**config.mk**
```make
export PLATFORM = sky130hd
export DESIGN_NAME = csr_periph_top
export DESIGN_NICKNAME = d
export VERILOG_FILES = /design/src/source/csr_pkg.sv /design/src/source/periph_pkg.sv /design/src/source/csr_cell.sv /design/src/source/csr_collect.sv /design/src/source/csr_issue.sv /design/src/source/csr_periph_top.sv /design/src/source/tx_fifo.sv /design/src/source/uart_tx.sv
export SDC_FILE = /design/constraint.sdc
export NUM_CORES = 1
export LEC_CHECK = 0
export ABC_AREA = 1
export ABC_CLOCK_PERIOD_IN_PS = 3200
export BUFFER_PORTS_ARGS = -buffer_cell sky130_fd_sc_hd__buf_2
export CORE_AREA = 2 2 157 159
export CTS_BUF_LIST = sky130_fd_sc_hd__clkbuf_4
export CTS_CLUSTER_SIZE = 20
export DETAILED_ROUTE_END_ITERATION = 6
export DIE_AREA = 0 0 159 161
export PLACE_DENSITY_LB_ADDON = 0.12
export SYNTH_ARGS = -nofsm -noshare
export SYNTH_HDL_FRONTEND = slang
export SYNTH_SLANG_ARGS = --single-unit
```
**constraint.sdc**
```tcl
create_clock -name clk -period 3.2 [get_ports clk]
set_clock_uncertainty 0.05 [all_clocks]
set_input_delay 0.16 -clock clk [delete_from_list [all_inputs] [get_ports clk]]
set_output_delay 0.16 -clock clk [all_outputs]
set_load 0.01 [all_outputs]
```
**src/source/csr_pkg.sv**
```systemverilog
// CSR access types
package csr_pkg;

  // low two bits of the RISC-V funct3 field
  typedef enum logic [1:0] {
    csr_rw = 2'b01,
    csr_rs = 2'b10,
    csr_rc = 2'b11
  } csr_op_t;

  typedef logic [11:0] csr_addr_t;

  // command as it leaves the core's decode stage
  typedef struct packed {
    csr_op_t     op;
    logic        use_imm;
    csr_addr_t   addr;
    logic [31:0] rs1_data;
    logic [4:0]  zimm;
  } csr_cmd_t;

  // issued request, operand already selected
  typedef struct packed {
    csr_op_t     op;
    csr_addr_t   addr;
    logic [31:0] operand;
    // clear for set/clear with a zero operand
    logic        write;
  } csr_req_t;

  typedef struct packed {
    logic [31:0] data;
    // no register answered the address
    logic        err;
  } csr_rsp_t;

endpackage

```
**src/source/periph_pkg.sv**
```systemverilog
// peripheral address map
package periph_pkg;

  // bank of read/write cells
  localparam int NumCells = 4;
  localparam csr_pkg::csr_addr_t CellBase = 12'h7c0;

  localparam int LedIdx     = 0;
  localparam int ScratchIdx = 1;
  localparam int BaudIdx    = 2;
  localparam int TxIdx      = 3;

  // read-only registers outside the cell bank
  localparam csr_pkg::csr_addr_t BtnAddr    = 12'h7d0;
  localparam csr_pkg::csr_addr_t TxStatAddr = 12'h7d1;

  localparam int LedWidth = 8;
  localparam int BtnWidth = 4;

  // transmit status, read back zero extended
  typedef struct packed {
    logic       full;
    logic       empty;
    logic       overflow;
    logic [3:0] level;
  } tx_stat_t;

endpackage

```
**src/source/csr_cell.sv**
```systemverilog
// read/write CSR cell
`timescale 1ns/1ps

module csr_cell import csr_pkg::*; #(
  parameter csr_addr_t   Addr       = 12'h000,
  parameter logic [31:0] ResetValue = 32'd0
) (
  input  logic        clk,
  input  logic        arst_n,
  input  logic        req_valid,
  input  csr_req_t    req,
  output logic        hit,
  output logic [31:0] rdata,
  output logic [31:0] value,
  output logic        wr_pulse
);

  logic [31:0] next_value;
  logic        do_write;

  assign hit      = req_valid && (req.addr == Addr);
  assign do_write = hit && req.write;

  // old value, zero when not addressed so the collector can OR
  assign rdata = hit ? value : 32'd0;

  always_comb begin
    case (req.op)
      csr_rw:  next_value = req.operand;
      csr_rs:  next_value = value | req.operand;
      csr_rc:  next_value = value & ~req.operand;
      default: next_value = value;
    endcase
  end

  always_ff @(posedge clk or negedge arst_n) begin
    if (!arst_n) begin
      value    <= ResetValue;
      wr_pulse <= 1'b0;
    end else begin
      // pulse lines up with the new value
      wr_pulse <= do_write;
      if (do_write) begin
        value <= next_value;
      end
    end
  end

endmodule

```
**src/source/csr_collect.sv**
```systemverilog
// CSR read collector
`timescale 1ns/1ps

module csr_collect import csr_pkg::*, periph_pkg::*; (
  input  logic                       clk,
  input  logic                       arst_n,
  input  logic                       req_valid,
  input  csr_addr_t                  addr,
  input  logic [NumCells-1:0]        cell_hit,
  input  logic [NumCells-1:0][31:0]  cell_rdata,
  input  logic [BtnWidth-1:0]        btn,
  input  tx_stat_t                   tx_stat,
  output logic                       rsp_valid,
  output csr_rsp_t                   rsp
);

  logic [BtnWidth-1:0] btn_meta;
  logic [BtnWidth-1:0] btn_sync;
  logic [31:0]         cell_data;
  csr_rsp_t            rsp_next;

  // buttons are asynchronous to clk
  always_ff @(posedge clk or negedge arst_n) begin
    if (!arst_n) begin
      btn_meta <= '0;
      btn_sync <= '0;
    end else begin
      btn_meta <= btn;
      btn_sync <= btn_meta;
    end
  end

  always_comb begin
    cell_data = 32'd0;
    // at most one cell hits, the rest drive zero
    for (int i = 0; i < NumCells; i++) begin
      cell_data = cell_data | cell_rdata[i];
    end
    rsp_next.data = 32'd0;
    rsp_next.err  = 1'b0;
    if (|cell_hit) begin
      rsp_next.data = cell_data;
    end else if (addr == BtnAddr) begin
      rsp_next.data = 32'(btn_sync);
    end else if (addr == TxStatAddr) begin
      rsp_next.data = 32'(tx_stat);
    end else begin
      rsp_next.err = 1'b1;
    end
  end

  always_ff @(posedge clk or negedge arst_n) begin
    if (!arst_n) begin
      rsp_valid <= 1'b0;
    end else begin
      rsp_valid <= req_valid;
    end
  end

  always_ff @(posedge clk) begin
    if (req_valid) begin
      rsp <= rsp_next;
    end
  end

endmodule

```
**src/source/csr_issue.sv**
```systemverilog
// CSR issue stage
`timescale 1ns/1ps

module csr_issue import csr_pkg::*; (
  input  logic     clk,
  input  logic     arst_n,
  input  logic     cmd_valid,
  input  csr_cmd_t cmd,
  output logic     req_valid,
  output csr_req_t req
);

  logic [31:0] operand;
  logic        does_write;

  always_comb begin
    // zimm is the rs1 field, zero extended
    if (cmd.use_imm) begin
      operand = 32'(cmd.zimm);
    end else begin
      operand = cmd.rs1_data;
    end
    // set/clear with nothing to set or clear is a pure read
    does_write = (cmd.op == csr_rw) || (operand != 32'd0);
  end

  always_ff @(posedge clk or negedge arst_n) begin
    if (!arst_n) begin
      req_valid <= 1'b0;
    end else begin
      req_valid <= cmd_valid;
    end
  end

  // payload only moves with a valid command
  always_ff @(posedge clk) begin
    if (cmd_valid) begin
      req.op      <= cmd.op;
      req.addr    <= cmd.addr;
      req.operand <= operand;
      req.write   <= does_write;
    end
  end

endmodule

```
**src/source/csr_periph_top.sv**
```systemverilog
// CSR peripheral subsystem
`timescale 1ns/1ps

module csr_periph_top import csr_pkg::*, periph_pkg::*; #(
  parameter int          FifoDepth    = 8,
  parameter logic [31:0] ResetDivisor = 32'd3
) (
  input  logic                clk,
  input  logic                arst_n,
  input  logic                cmd_valid,
  input  csr_cmd_t            cmd,
  input  logic [BtnWidth-1:0] btn,
  output logic                rsp_valid,
  output csr_rsp_t            rsp,
  output logic [LedWidth-1:0] led,
  output logic                tx
);

  logic                      req_valid;
  csr_req_t                  req;
  logic [NumCells-1:0]       cell_hit;
  logic [NumCells-1:0]       cell_wr;
  logic [NumCells-1:0][31:0] cell_rdata;
  logic [NumCells-1:0][31:0] cell_value;
  tx_stat_t                  tx_stat;
  logic                      ovf_clear;
  logic                      fifo_have_data;
  logic [7:0]                fifo_data;
  logic                      uart_next;

  csr_issue issue_inst (
    .clk,
    .arst_n,
    .cmd_valid,
    .cmd,
    .req_valid,
    .req
  );

  // cell i answers at CellBase + i
  for (genvar i = 0; i < NumCells; i++) begin : g_cell
    csr_cell #(
      .Addr(CellBase + csr_addr_t'(i)),
      .ResetValue((i == BaudIdx) ? ResetDivisor : 32'd0)
    ) cell_inst (
      .clk,
      .arst_n,
      .req_valid,
      .req,
      .hit(cell_hit[i]),
      .rdata(cell_rdata[i]),
      .value(cell_value[i]),
      .wr_pulse(cell_wr[i])
    );
  end

  csr_collect collect_inst (
    .clk,
    .arst_n,
    .req_valid,
    .addr(req.addr),
    .cell_hit,
    .cell_rdata,
    .btn,
    .tx_stat,
    .rsp_valid,
    .rsp
  );

  // any write to the status address clears overflow
  assign ovf_clear = req_valid && req.write && (req.addr == TxStatAddr);

  tx_fifo #(
    .FifoDepth(FifoDepth)
  ) fifo_inst (
    .clk,
    .arst_n,
    .push(cell_wr[TxIdx]),
    .push_data(cell_value[TxIdx][7:0]),
    .ovf_clear,
    .pop(uart_next),
    .have_data(fifo_have_data),
    .data(fifo_data),
    .stat(tx_stat)
  );

  uart_tx uart_inst (
    .clk,
    .arst_n,
    .divisor(cell_value[BaudIdx][15:0]),
    .have_data(fifo_have_data),
    .data(fifo_data),
    .tx,
    .next(uart_next)
  );

  assign led = cell_value[LedIdx][LedWidth-1:0];

endmodule

```
**src/source/tx_fifo.sv**
```systemverilog
// transmit byte FIFO
`timescale 1ns/1ps

module tx_fifo import periph_pkg::*; #(
  parameter int FifoDepth = 8
) (
  input  logic       clk,
  input  logic       arst_n,
  input  logic       push,
  input  logic [7:0] push_data,
  input  logic       ovf_clear,
  input  logic       pop,
  output logic       have_data,
  output logic [7:0] data,
  output tx_stat_t   stat
);

  localparam int PtrWidth = $clog2(FifoDepth);

  logic [7:0]          mem [FifoDepth];
  logic [PtrWidth-1:0] wr_ptr;
  logic [PtrWidth-1:0] rd_ptr;
  logic [PtrWidth:0]   count;
  logic                overflow;
  logic                full;
  logic                do_push;
  logic                do_pop;

  assign full    = (count == (PtrWidth + 1)'(FifoDepth));
  assign do_push = push && !full;
  assign do_pop  = pop && have_data;

  assign have_data = (count != '0);
  assign data      = mem[rd_ptr];

  assign stat.full     = full;
  assign stat.empty    = !have_data;
  assign stat.overflow = overflow;
  assign stat.level    = 4'(count);

  always_ff @(posedge clk) begin
    if (do_push) begin
      mem[wr_ptr] <= push_data;
    end
  end

  always_ff @(posedge clk or negedge arst_n) begin
    if (!arst_n) begin
      wr_ptr   <= '0;
      rd_ptr   <= '0;
      count    <= '0;
      overflow <= 1'b0;
    end else begin
      // pointers wrap explicitly, depth need not be a power of two
      if (do_push) begin
        wr_ptr <= (wr_ptr == PtrWidth'(FifoDepth - 1)) ? '0 : wr_ptr + 1'b1;
      end
      if (do_pop) begin
        rd_ptr <= (rd_ptr == PtrWidth'(FifoDepth - 1)) ? '0 : rd_ptr + 1'b1;
      end
      count <= count + (PtrWidth + 1)'(do_push) - (PtrWidth + 1)'(do_pop);
      // a dropped byte wins over a clear in the same cycle
      if (push && full) begin
        overflow <= 1'b1;
      end else if (ovf_clear) begin
        overflow <= 1'b0;
      end
    end
  end

endmodule

```
**src/source/uart_tx.sv**
```systemverilog
// UART 8N1 transmitter
`timescale 1ns/1ps

module uart_tx (
  input  logic        clk,
  input  logic        arst_n,
  input  logic [15:0] divisor,
  input  logic        have_data,
  input  logic [7:0]  data,
  output logic        tx,
  output logic        next
);

  typedef enum logic [1:0] {
    st_idle,
    st_start,
    st_data,
    st_stop
  } uart_state_t;

  uart_state_t state;
  logic [15:0] baud_cnt;
  logic [7:0]  shift;
  logic [2:0]  bit_idx;
  logic        bit_done;

  // byte is taken from the FIFO head as the frame starts
  assign next     = (state == st_idle) && have_data;
  assign bit_done = (baud_cnt == 16'd0);

  always_comb begin
    case (state)
      st_start: tx = 1'b0;
      st_data:  tx = shift[0];
      default:  tx = 1'b1;
    endcase
  end

  always_ff @(posedge clk or negedge arst_n) begin
    if (!arst_n) begin
      state    <= st_idle;
      baud_cnt <= 16'd0;
      shift    <= 8'd0;
      bit_idx  <= 3'd0;
    end else if (state == st_idle) begin
      if (have_data) begin
        state    <= st_start;
        shift    <= data;
        baud_cnt <= divisor;
      end
    end else if (!bit_done) begin
      baud_cnt <= baud_cnt - 16'd1;
    end else begin
      // each bit lasts divisor + 1 clocks
      baud_cnt <= divisor;
      case (state)
        st_start: begin
          state   <= st_data;
          bit_idx <= 3'd0;
        end
        st_data: begin
          shift   <= shift >> 1;
          bit_idx <= bit_idx + 3'd1;
          if (bit_idx == 3'd7) begin
            state <= st_stop;
          end
        end
        default: state <= st_idle;
      endcase
    end
  end

endmodule

```
=== Word-level counts from Yosys, hierarchy flattened ===
Memory sizes are Yosys's and may differ from the RTL's.
Index checks and enable logic that the tools add are counted.

* Register bits after elaboration: 259
* Input port bits: 59
* Logic and storage cells: 129
* Output and inout port bits: 43
* Memory bits (writable): 64
* Memories kept: 1

{| class="wikitable"
|+ Memories
! memory !! words !! bits a word !! read ports !! clocked after memory_dff !! wr ports !! RTL line !! RTL
|-
| fifo_inst.mem || 8 || 8 || 1 || 0 || 1 || tx_fifo.sv:20 || <nowiki>logic [7:0] mem [FifoDepth];</nowiki>
|}

* Add/sub/neg operators: 6
* Bitwise gates (word level): 13
* Equality and inequality tests: 18
* Reduce and logical (&&, ||, !) cells: 35
* Mux-type cells: 33

{| class="wikitable"
|+ Operator list
! kind !! number
|-
| $pmux 32 s3 || 4
|-
| $or 32x32->32 || 7
|-
| $mux 32 || 6
|-
| $and 32x32->32 || 4
|-
| $eq 12x11->1 const B || 6
|-
| $mux 16 || 3
|-
| $mux 8 || 4
|-
| $not 32->32 || 1
|-
| $reduce_bool 32->1 || 1
|-
| $logic_not 16->1 || 1
|-
| $sub 16x1->16 const B || 1
|-
| $logic_and 1x1->1 || 14
|-
| $mux 7 || 2
|-
| $add 3x1->3 const B || 3
|-
| $eq 3x3->1 const B || 3
|-
| $reduce_and 3->1 || 3
|-
| $mux 2 || 4
|-
| $reduce_and 2->1 || 4
|-
| $reduce_bool 2->1 || 4
|-
| $eq 2x1->1 const B || 3
|-
| $eq 2x2->1 const B || 3
|-
| $mux 3 || 2
|-
| $pmux 3 s2 || 1
|-
| $mux 1 || 5
|-
| 15 further kinds || 16
|}

=== Longest topological paths before layout ===
Gate-level depths: netlist (run 1).

* Depth after elaboration: 7
* Depth in mapped cells: 11
* Depth with buffers taken out: 11

=== Cells and area by module ===
A second synthesis (run 1) with hierarchy kept.

* Cells, all modules: 2,606
* Area total of the unflattened synthesis: 19,113.3 µm²

{| class="wikitable"
|+ Modules (own cells, without submodules)
! module !! instances !! area each (µm²) !! sequential area each (µm²) !! cells an instance
|-
| tx_fifo || 1 || 3,553.4 || 2,197.1 || 359
|-
| csr_cell (g_cell[2].cell_inst) || 1 || 2,417.3 || 828.3 || 404
|-
| csr_cell (g_cell[1].cell_inst) || 1 || 2,414.8 || 825.8 || 404
|-
| csr_cell (g_cell[0].cell_inst) || 1 || 2,407.3 || 825.8 || 402
|-
| csr_cell (g_cell[3].cell_inst) || 1 || 2,406.1 || 825.8 || 402
|-
| uart_tx || 1 || 1,993.2 || 725.7 || 271
|-
| csr_issue || 1 || 1,934.4 || 1,436.4 || 164
|-
| csr_collect || 1 || 1,930.6 || 1,216.2 || 186
|-
| csr_periph_top || 1 || 56.3 || 0.0 || 14
|}

=== Worst setup path before layout (run 1) ===
OpenSTA, ideal clock, no wires.

* Path kind: register to register
* Start: register uart_inst.state[0]
* End: register fifo_inst.count[2]
* Library setup time: 123 ps
* Arrival time: 2,144 ps
* Setup slack: 884 ps
* Path buffers: 1
* Clock period less this slack: 2,316 ps
* Cell stages (with the launch flop): 12
* Required time: 3,027 ps
* Path through: dfrtp_1 > inv_1 > ha_1 > clkbuf_1 > nand2_1 > inv_2 > ha_1 > inv_1 > ha_1 > inv_1 > fa_1 > xnor2_1

* Longest elaborated chain between the ends: 4

{| class="wikitable"
|+ Ends and longest elaborated chain
! element !! RTL line !! RTL
|-
| start, declared || uart_tx.sv:21 || <nowiki>uart_state_t state;</nowiki>
|-
| start signal, assigned || uart_tx.sv:41 || <nowiki>state <= st_idle;</nowiki>
|-
| start signal, assigned || uart_tx.sv:47 || <nowiki>state <= st_start;</nowiki>
|-
| start signal, assigned || uart_tx.sv:58 || <nowiki>state <= st_data;</nowiki>
|-
| $logic_not 2->1 || uart_tx.sv:28 || <nowiki>assign next = (state == st_idle) && have_data;</nowiki>
|-
| $logic_and 1x1->1 || uart_tx.sv:28 ||
|-
| $logic_and 1x1->1 || tx_fifo.sv:31 || <nowiki>assign do_pop = pop && have_data;</nowiki>
|-
| named net fifo_inst.do_pop || tx_fifo.sv:27 || <nowiki>logic do_pop;</nowiki>
|-
| $sub 4x1->4 || tx_fifo.sv:61 || <nowiki>count <= count + (PtrWidth + 1)'(do_push) - (PtrWidth + 1)'(do_pop);</nowiki>
|-
| end signal, assigned || tx_fifo.sv:61 ||
|-
| end, declared || tx_fifo.sv:23 || <nowiki>logic [PtrWidth:0] count;</nowiki>
|}

The timed path passes the listed nets, and every way through them passes these cells.
A chain may end at the register's enable or synchronous reset.

=== Worst setup path after layout (run 1) ===
* Start: register uart_inst.state[1]
* End: register fifo_inst.count[2]

Same word-level chain as after synthesis.

==> impl_metrics.yaml, run 1 <==
cts:
  ctsHoldBuffers: 72
  clock_path_buffers: 3
  cts.clk_slew.worst_paths_ns: 0.06
  cts_resized: 0
  cts.sinks: 323
  cts-root-buf: "clkbuf_4"
  clock_latency_ns: 0.71
  cts_made_buffers: 86
  cts_tree: "yes"
  h-tree-depth: 3
  cts_setup_buffers: 0
floorplan:
  io_pins: 102
  die_w_microns: 159
  initial_core_util_pct: 62.14
  die_h_microns: 161
  placementRows: 57
  core_sq_um: 23960
  dieArea_sq_um: 25600
global_routing:
  grt_pass1_vias: 12430
  grt_usage_pct: 31.42
  grt.overflow.total: 0
  antenna_found_initial: 2
  grt_pass1_wl_mm: 63.39
  grt_max_degree: 72
finish:
  fin_area_sq_um: 17590
  nets: 1984
  final_core_util_pct: 73.40
  syn2layout_area_growth_pct: 18.12
  seq_area_sq_um: 8807
  fill_cells: 1812
  multi_input_area_sq_um: 5174
  final_layout_size_suffix_gt1_share_pct: 15.73
route:
  wl_per_cell_microns: 17.25
  drt_iter0_markers: 1129
  dr.pass1.iters: 5
  viasPerCell: 5.469
  route.detailed.drc: 0
  dr_total_vias: 12590
  antenna_left: 0
  routed_wl_mm: 39.71
critical_path:
  endpoint_kind: "flip-flop"
  path_cells: "inv_1, ha_1, nand2_1, inv_2, ha_1, inv_1, ha_1, inv_1, fa_1, xnor2_1"
  cp.required_ns: 3.73
  worst_ep_arrival_time_ns: 3.02
  reg2reg_to: "fifo_inst.count[2]"
  start_kind: "flip-flop"
  r2r-start: "uart_inst.state[1]"
  r2r_cells: 10
  crit_buf_inv: 4
  critPathKind: "reg2reg"
  critical-path-top-delay-family: "adder cells"
  critPathSlowestCell: "ha_1"
  cp_max_fo: 13
  r2r_setup_slack_ns: 0.71
  max_stage_delay_ns: 0.46
synth:
  yosys_warnings: 0
  syn_area_sq_um: 14890
  syn_inst: 1697
  avgSynthCellArea_sq_um: 8.775
  yosysUniqueCellTypes: 33
  yosysSeqAreaShare_pct: 59.14
  synth_nets: 1775
  synth_seq_cells: 323
worst_hold_path:
  hold_depth: 3
  whs_endpoint: "issue_inst.req[29]"
  hp-start: "cmd[49]"
  hold_path_class: "in2reg"
sta:
  tightest_slew_ns: 1.242
  tns_ns: 0
  fin_crit_ns: 2.492
  max_slew_margin_pct: 17.17
  rsz0062_at_grt: "false"
  fmax_mhz: 401.3
  hold_ws_ns: 0.07084
  hold_violations: 0
  report.final.slew_viol_count: 0
  fin_crit_sh_pct: 77.87
  setup_violations: 0
power:
  power_switching_uw: 3653
  p_seq_share_pct: 42.2
  ir_drop_mv: 0.3243
  switching_share_pct: 31.75
  power_per_cell_area_nw_per_um2: 654.1
  power.share.clock_pct: 35.5
  internal_power_uw: 7851
  p_leak_uw: 0.008726
  comb_power_share_pct: 22.3
outcome:
  outcome: "complete, no violations"
place:
  portBuffers: 101
  gp_congestion: 0.8527
  dp_hpwl_mm: 24.03
  postPlaceCellArea_sq_um: 15610
job:
  drv_cap: 0
flip-flops by register name, indices dropped and copies added, names as in the netlist:
signal                     flops
collect_inst.rsp              33
fifo_inst.rd_ptr               3
collect_inst.btn_meta          4
fifo_inst.wr_ptr               3
fifo_inst.mem                 64
issue_inst.req                47
fifo_inst.overflow             1
g_cell.cell_inst.wr_pulse      1
uart_inst.bit_idx              3
collect_inst.btn_sync          4
uart_inst.state                2
collect_inst.rsp_valid         1
fifo_inst.count                4
uart_inst.shift                8
g_cell.cell_inst.value       128
uart_inst.baud_cnt            16
issue_inst.req_valid           1
cell usage in the layout (no fill, tap or decap), types with 4 or more instances in the layout:
cell type,n
clkinv_1,17
xor2_1,5
o21ai_1,121
edfxtp_1,144
inv_1,123
nor2_4,7
buf_4,25
ha_1,18
dfrtp_1,176
nand2_2,8
nor2_1,199
nand2_1,585
nor2_2,4
clkinv_2,5
dlygate4sd3_1,72
clkbuf_4,131
nand4_1,47
bufinv_16,6
buf_2,100
nor3_1,4
a21oi_1,9
xnor2_1,4
o21ai_0,35
inv_2,10
or2_2,5
nand3_1,102
per-stage QoR:
step                setup WS, ns  cells  power [uW]
finish                    0.7083   2302       11500
detailed placement        0.7273   2070        7397
CTS                       0.7030   2301       11530
floorplan                 0.8836   1697        6717
global placement          0.8205   2070        7341
global route              0.4305   2302       12210
final cells by class:
cell class	count	share of cell area (%)
tap	324	2.305
clock buffer	131	5.592
inverter	134	2.860
antenna	1	0.01423
timing repair buffer	199	8.188
clock inverter	28	1.551
multi-input combinational	1162	29.42
sequential	323	50.07
worst max-delay path by stage:
| stage | startpoint | end | slack [ns] | cells after the start |
|---|---|---|---|---|
| after global routing | uart_inst.state[1] | fifo_inst.count[2] | 0.43 | 10 |
| after detailed placement | uart_inst.state[0] | fifo_inst.count[2] | 0.73 | 10 |
| after floorplan | uart_inst.state[0] | fifo_inst.count[2] | 0.88 | 11 |
| final | uart_inst.state[1] | fifo_inst.count[2] | 0.71 | 10 |
| after global placement | uart_inst.state[0] | fifo_inst.count[1] | 0.82 | 10 |
| after CTS | uart_inst.state[1] | fifo_inst.count[2] | 0.70 | 10 |
cell families after synthesis:
kind of cell    count (synthesis)  share of synthesized area, %
xor+xnor                        9                        0.5293
flops                         323                         59.14
simple gates                  966                         26.88
buf+inv                       212                         6.117
compound gates                168                         5.689
fa+ha+maj                      19                         1.647
worst reg2reg max path: cells and delay by family, from the launching register on:
family                   cells  cell delay [ns]
buffers and inverters        4             0.36
XOR/XNOR                     1             0.14
AND/OR/NAND/NOR              1             0.14
adder cells (fa/ha/maj)      4             1.26
flip-flops                   1             0.41
power groups by stage:
| stage | logic [uW] | registers [uW] | clock network, uW |
|---|---|---|---|
| floorplan | 1850 | 4870 | 0 |
| global placement | 2420 | 4920 | 0 |
| detailed placement | 2470 | 4930 | 0 |
| CTS | 2560 | 4850 | 4120 |
| global route | 2960 | 4890 | 4370 |
| finish | 2570 | 4860 | 4080 |
per-layer routing:
layer	part of all wire [%]	track usage [%]
met5	0.018	0
met2	48	51.19
met3	7.7	6.138
met1	41	41.64
met4	3.1	13.80
synth_stat cells, drive strengths merged:
| library cell | instances | area (sq um) |
|---|---|---|
| clkbuf | 30 | 112.6 |
| clkinv | 2 | 7.510 |
| nand3 | 104 | 530.5 |
| nand4 | 47 | 294.0 |
| dfstp | 2 | 52.55 |
| inv | 132 | 495.5 |
| o22ai | 1 | 6.260 |
| xor2 | 5 | 43.79 |
| nand2 | 594 | 2257 |
| nor3 | 4 | 20.02 |
| o21ai | 156 | 780.8 |
| nor3b | 1 | 7.510 |
| o211ai | 2 | 15.01 |
| buf | 48 | 295.3 |
| nand3b | 1 | 11.26 |
| edfxtp | 144 | 4324 |
| dfrtp | 177 | 4429 |
| xnor2 | 4 | 35.03 |
| fa | 1 | 20.02 |
| nor2 | 210 | 850.8 |
| ha | 18 | 225.2 |
| or2 | 5 | 31.28 |
| a21oi | 9 | 45.04 |
(Power assumes the default switching activity.)
==> inputs of run 2 (changes only) <==
--- a/config.mk
+++ b/config.mk
@@ -6,7 +6,7 @@
 export NUM_CORES = 1
 export LEC_CHECK = 0
 export ABC_AREA = 1
-export ABC_CLOCK_PERIOD_IN_PS = 3200
+export ABC_CLOCK_PERIOD_IN_PS = 2300
 export BUFFER_PORTS_ARGS = -buffer_cell sky130_fd_sc_hd__buf_2
 export CORE_AREA = 2 2 157 159
 export CTS_BUF_LIST = sky130_fd_sc_hd__clkbuf_4
==> constraint.sdc (replaced) <==
create_clock -name clk -period 2.3 [get_ports clk]
set_clock_uncertainty 0.05 [all_clocks]
set_input_delay 0.115 -clock clk [delete_from_list [all_inputs] [get_ports clk]]
set_output_delay 0.115 -clock clk [all_outputs]
set_load 0.01 [all_outputs]
==> impl_metrics.yaml, run 2 (synthesis results as in run 1) <==
outcome:
  outcome: "complete, no violations"
power:
  p_seq_share_pct: 43.1
  ir_drop_mv: 0.6301
  internal_power_uw: 10560
  power.share.clock_pct: 33.3
  power_per_cell_area_nw_per_um2: 879.5
  p_leak_uw: 0.008891
  comb_power_share_pct: 23.6
  switching_share_pct: 32.77
  power_switching_uw: 5146
route:
  dr.pass1.iters: 6
  wl_met3_mm: 3.630
  dr_total_vias: 12690
  routed_wl_mm: 40.10
  antenna_left: 0
  route.detailed.drc: 0
  wl_met1_mm: 15.91
  dr.max_layer_used: "met4"
  wl_per_cell_microns: 17.16
  viasPerCell: 5.429
  drt_iter0_markers: 1221
  wl_met2_mm: 19.32
worst_hold_path:
  hp-start: "btn[0]"
  hold_depth: 2
  hold_path_class: "in2reg"
  whs_endpoint: "collect_inst.btn_meta[0]"
sta:
  report.final.slew_viol_count: 0
  hold_violations: 0
  rsz0062_at_grt: "false"
  fin_crit_sh_pct: 92.90
  tns_ns: 0
  hold_ws_ns: 0.03481
  fmax_mhz: 468.0
  tightest_slew_ns: 0.8175
  max_slew_margin_pct: 45.42
  fin_crit_ns: 2.137
  setup_violations: 0
  setup_ws_ns: 0.1632
floorplan:
  initial_core_util_pct: 62.14
  die_w_microns: 159
  dieArea_sq_um: 25600
  core_sq_um: 23960
  die_h_microns: 161
  io_pins: 102
  placementRows: 57
critical_path:
  critPathSlowestCell: "fa_1"
  path_cells: "inv_1, ha_1, nand2_1, inv_2, ha_1, inv_1, ha_1, inv_1, fa_1, xnor2_1"
  r2r-start: "uart_inst.state[0]"
  start_kind: "flip-flop"
  reg2reg_to: "fifo_inst.count[2]"
  worst_ep_arrival_time_ns: 2.64
  endpoint_kind: "flip-flop"
  critPathKind: "reg2reg"
  r2r_setup_slack_ns: 0.16
  cp.required_ns: 2.81
  r2r_cells: 10
  cp_max_fo: 8
  max_stage_delay_ns: 0.41
cts:
  cts.clk_slew.worst_paths_ns: 0.06
  h-tree-depth: 3
  cts_tree: "yes"
  cts_made_buffers: 85
  clock_path_buffers: 3
  clock_latency_ns: 0.71
  cts_setup_buffers: 0
  cts-root-buf: "clkbuf_4"
  cts.sinks: 323
job:
  drv_cap: 0
global_routing:
  grt_pass1_vias: 12640
  grt_max_degree: 61
  grt_pass1_wl_mm: 64.20
  antenna_found_initial: 2
  grt_usage_pct: 31.77
  grt.overflow.total: 0
finish:
  final_layout_size_suffix_gt1_share_pct: 16.81
  reg_top3: "g_cell.cell_inst.value (128), fifo_inst.mem (64), issue_inst.req (47)"
  seq_area_sq_um: 8807
  syn2layout_area_growth_pct: 19.91
  fin_cells: 2337
  final_cell_mix: "nand2_1, nor2_1, dfrtp_1"
  final_common_cell: "nand2_1"
  largest_register_ffs: 128
  top_register: "g_cell.cell_inst.value"
  nets: 2018
  multi_input_area_sq_um: 5190
  final_core_util_pct: 74.51
  fill_cells: 1780
place:
  pre_cts_ws_ns: 0.08973
  dp.cells: 2096
  dp_hpwl_mm: 24.43
  portBuffers: 101
  gp_congestion: 0.9103
run 2: critical path: cells and delay by family (launching register included):
family        cells  cell delay (ns)
flops             1             0.40
buf+inv           4             0.36
simple gates      1             0.07
xor+xnor          1             0.13
fa+ha+maj         4             0.99
run 2: power by group through the flow:
stage               logic, uW  clock network (uW)  registers (uW)
floorplan                2570                   0            6780
global placement         3400                   0            6860
detailed placement       3500                   0            6870
CTS                      3640                5300            6760
global route             4230                5620            6820
finish                   3700                5230            6770
run 2: stage by stage:
stage          power (uW)  instance area, sq um
6_report            15700                 17850
4_1_cts             15700                 17830
3_5_place_dp        10370                 15850
5_1_grt             16660                 17850
3_3_place_gp        10260                 15850
2_1_floorplan        9348                 14890
run 2: cell type report:
class / count / area share, %
Sequential cell: 323 / 49.33
Multi-Input combinational cell: 1162 / 29.07
Timing Repair Buffer: 234 / 10.04
Clock buffer: 132 / 5.550
Inverter: 134 / 2.817
Tap cell: 324 / 2.271
Clock inverter: 26 / 0.8970
Antenna cell: 2 / 0.02803
run 2: timing repair:
action,CTS,global route
gates resized for setup,0,4
setup endpoints to repair,0,7
endpoints found under the hold margin,249,0
hold buffers,81,0
run 2: per-layer routing:
layer  track usage [%]  up-vias
li1                  -     6036
met1             41.23     5905
met3             6.317      105
met5                 0        -
met2             52.63      642
met4             14.01        0
run 2: how the worst max path moves through the flow:
stage                                   from                  to  slack [ns]  depth (start not counted)
after CTS                 fifo_inst.count[2]  fifo_inst.count[2]        0.08                         11
after detailed placement  fifo_inst.count[2]  fifo_inst.count[2]        0.09                         11
final                     uart_inst.state[0]  fifo_inst.count[2]        0.16                         10
after floorplan           uart_inst.state[0]  fifo_inst.count[2]        0.09                         11
after global routing      uart_inst.state[1]  fifo_inst.count[2]       0.005                         10
after global placement    fifo_inst.count[2]  fifo_inst.count[1]        0.20                         11
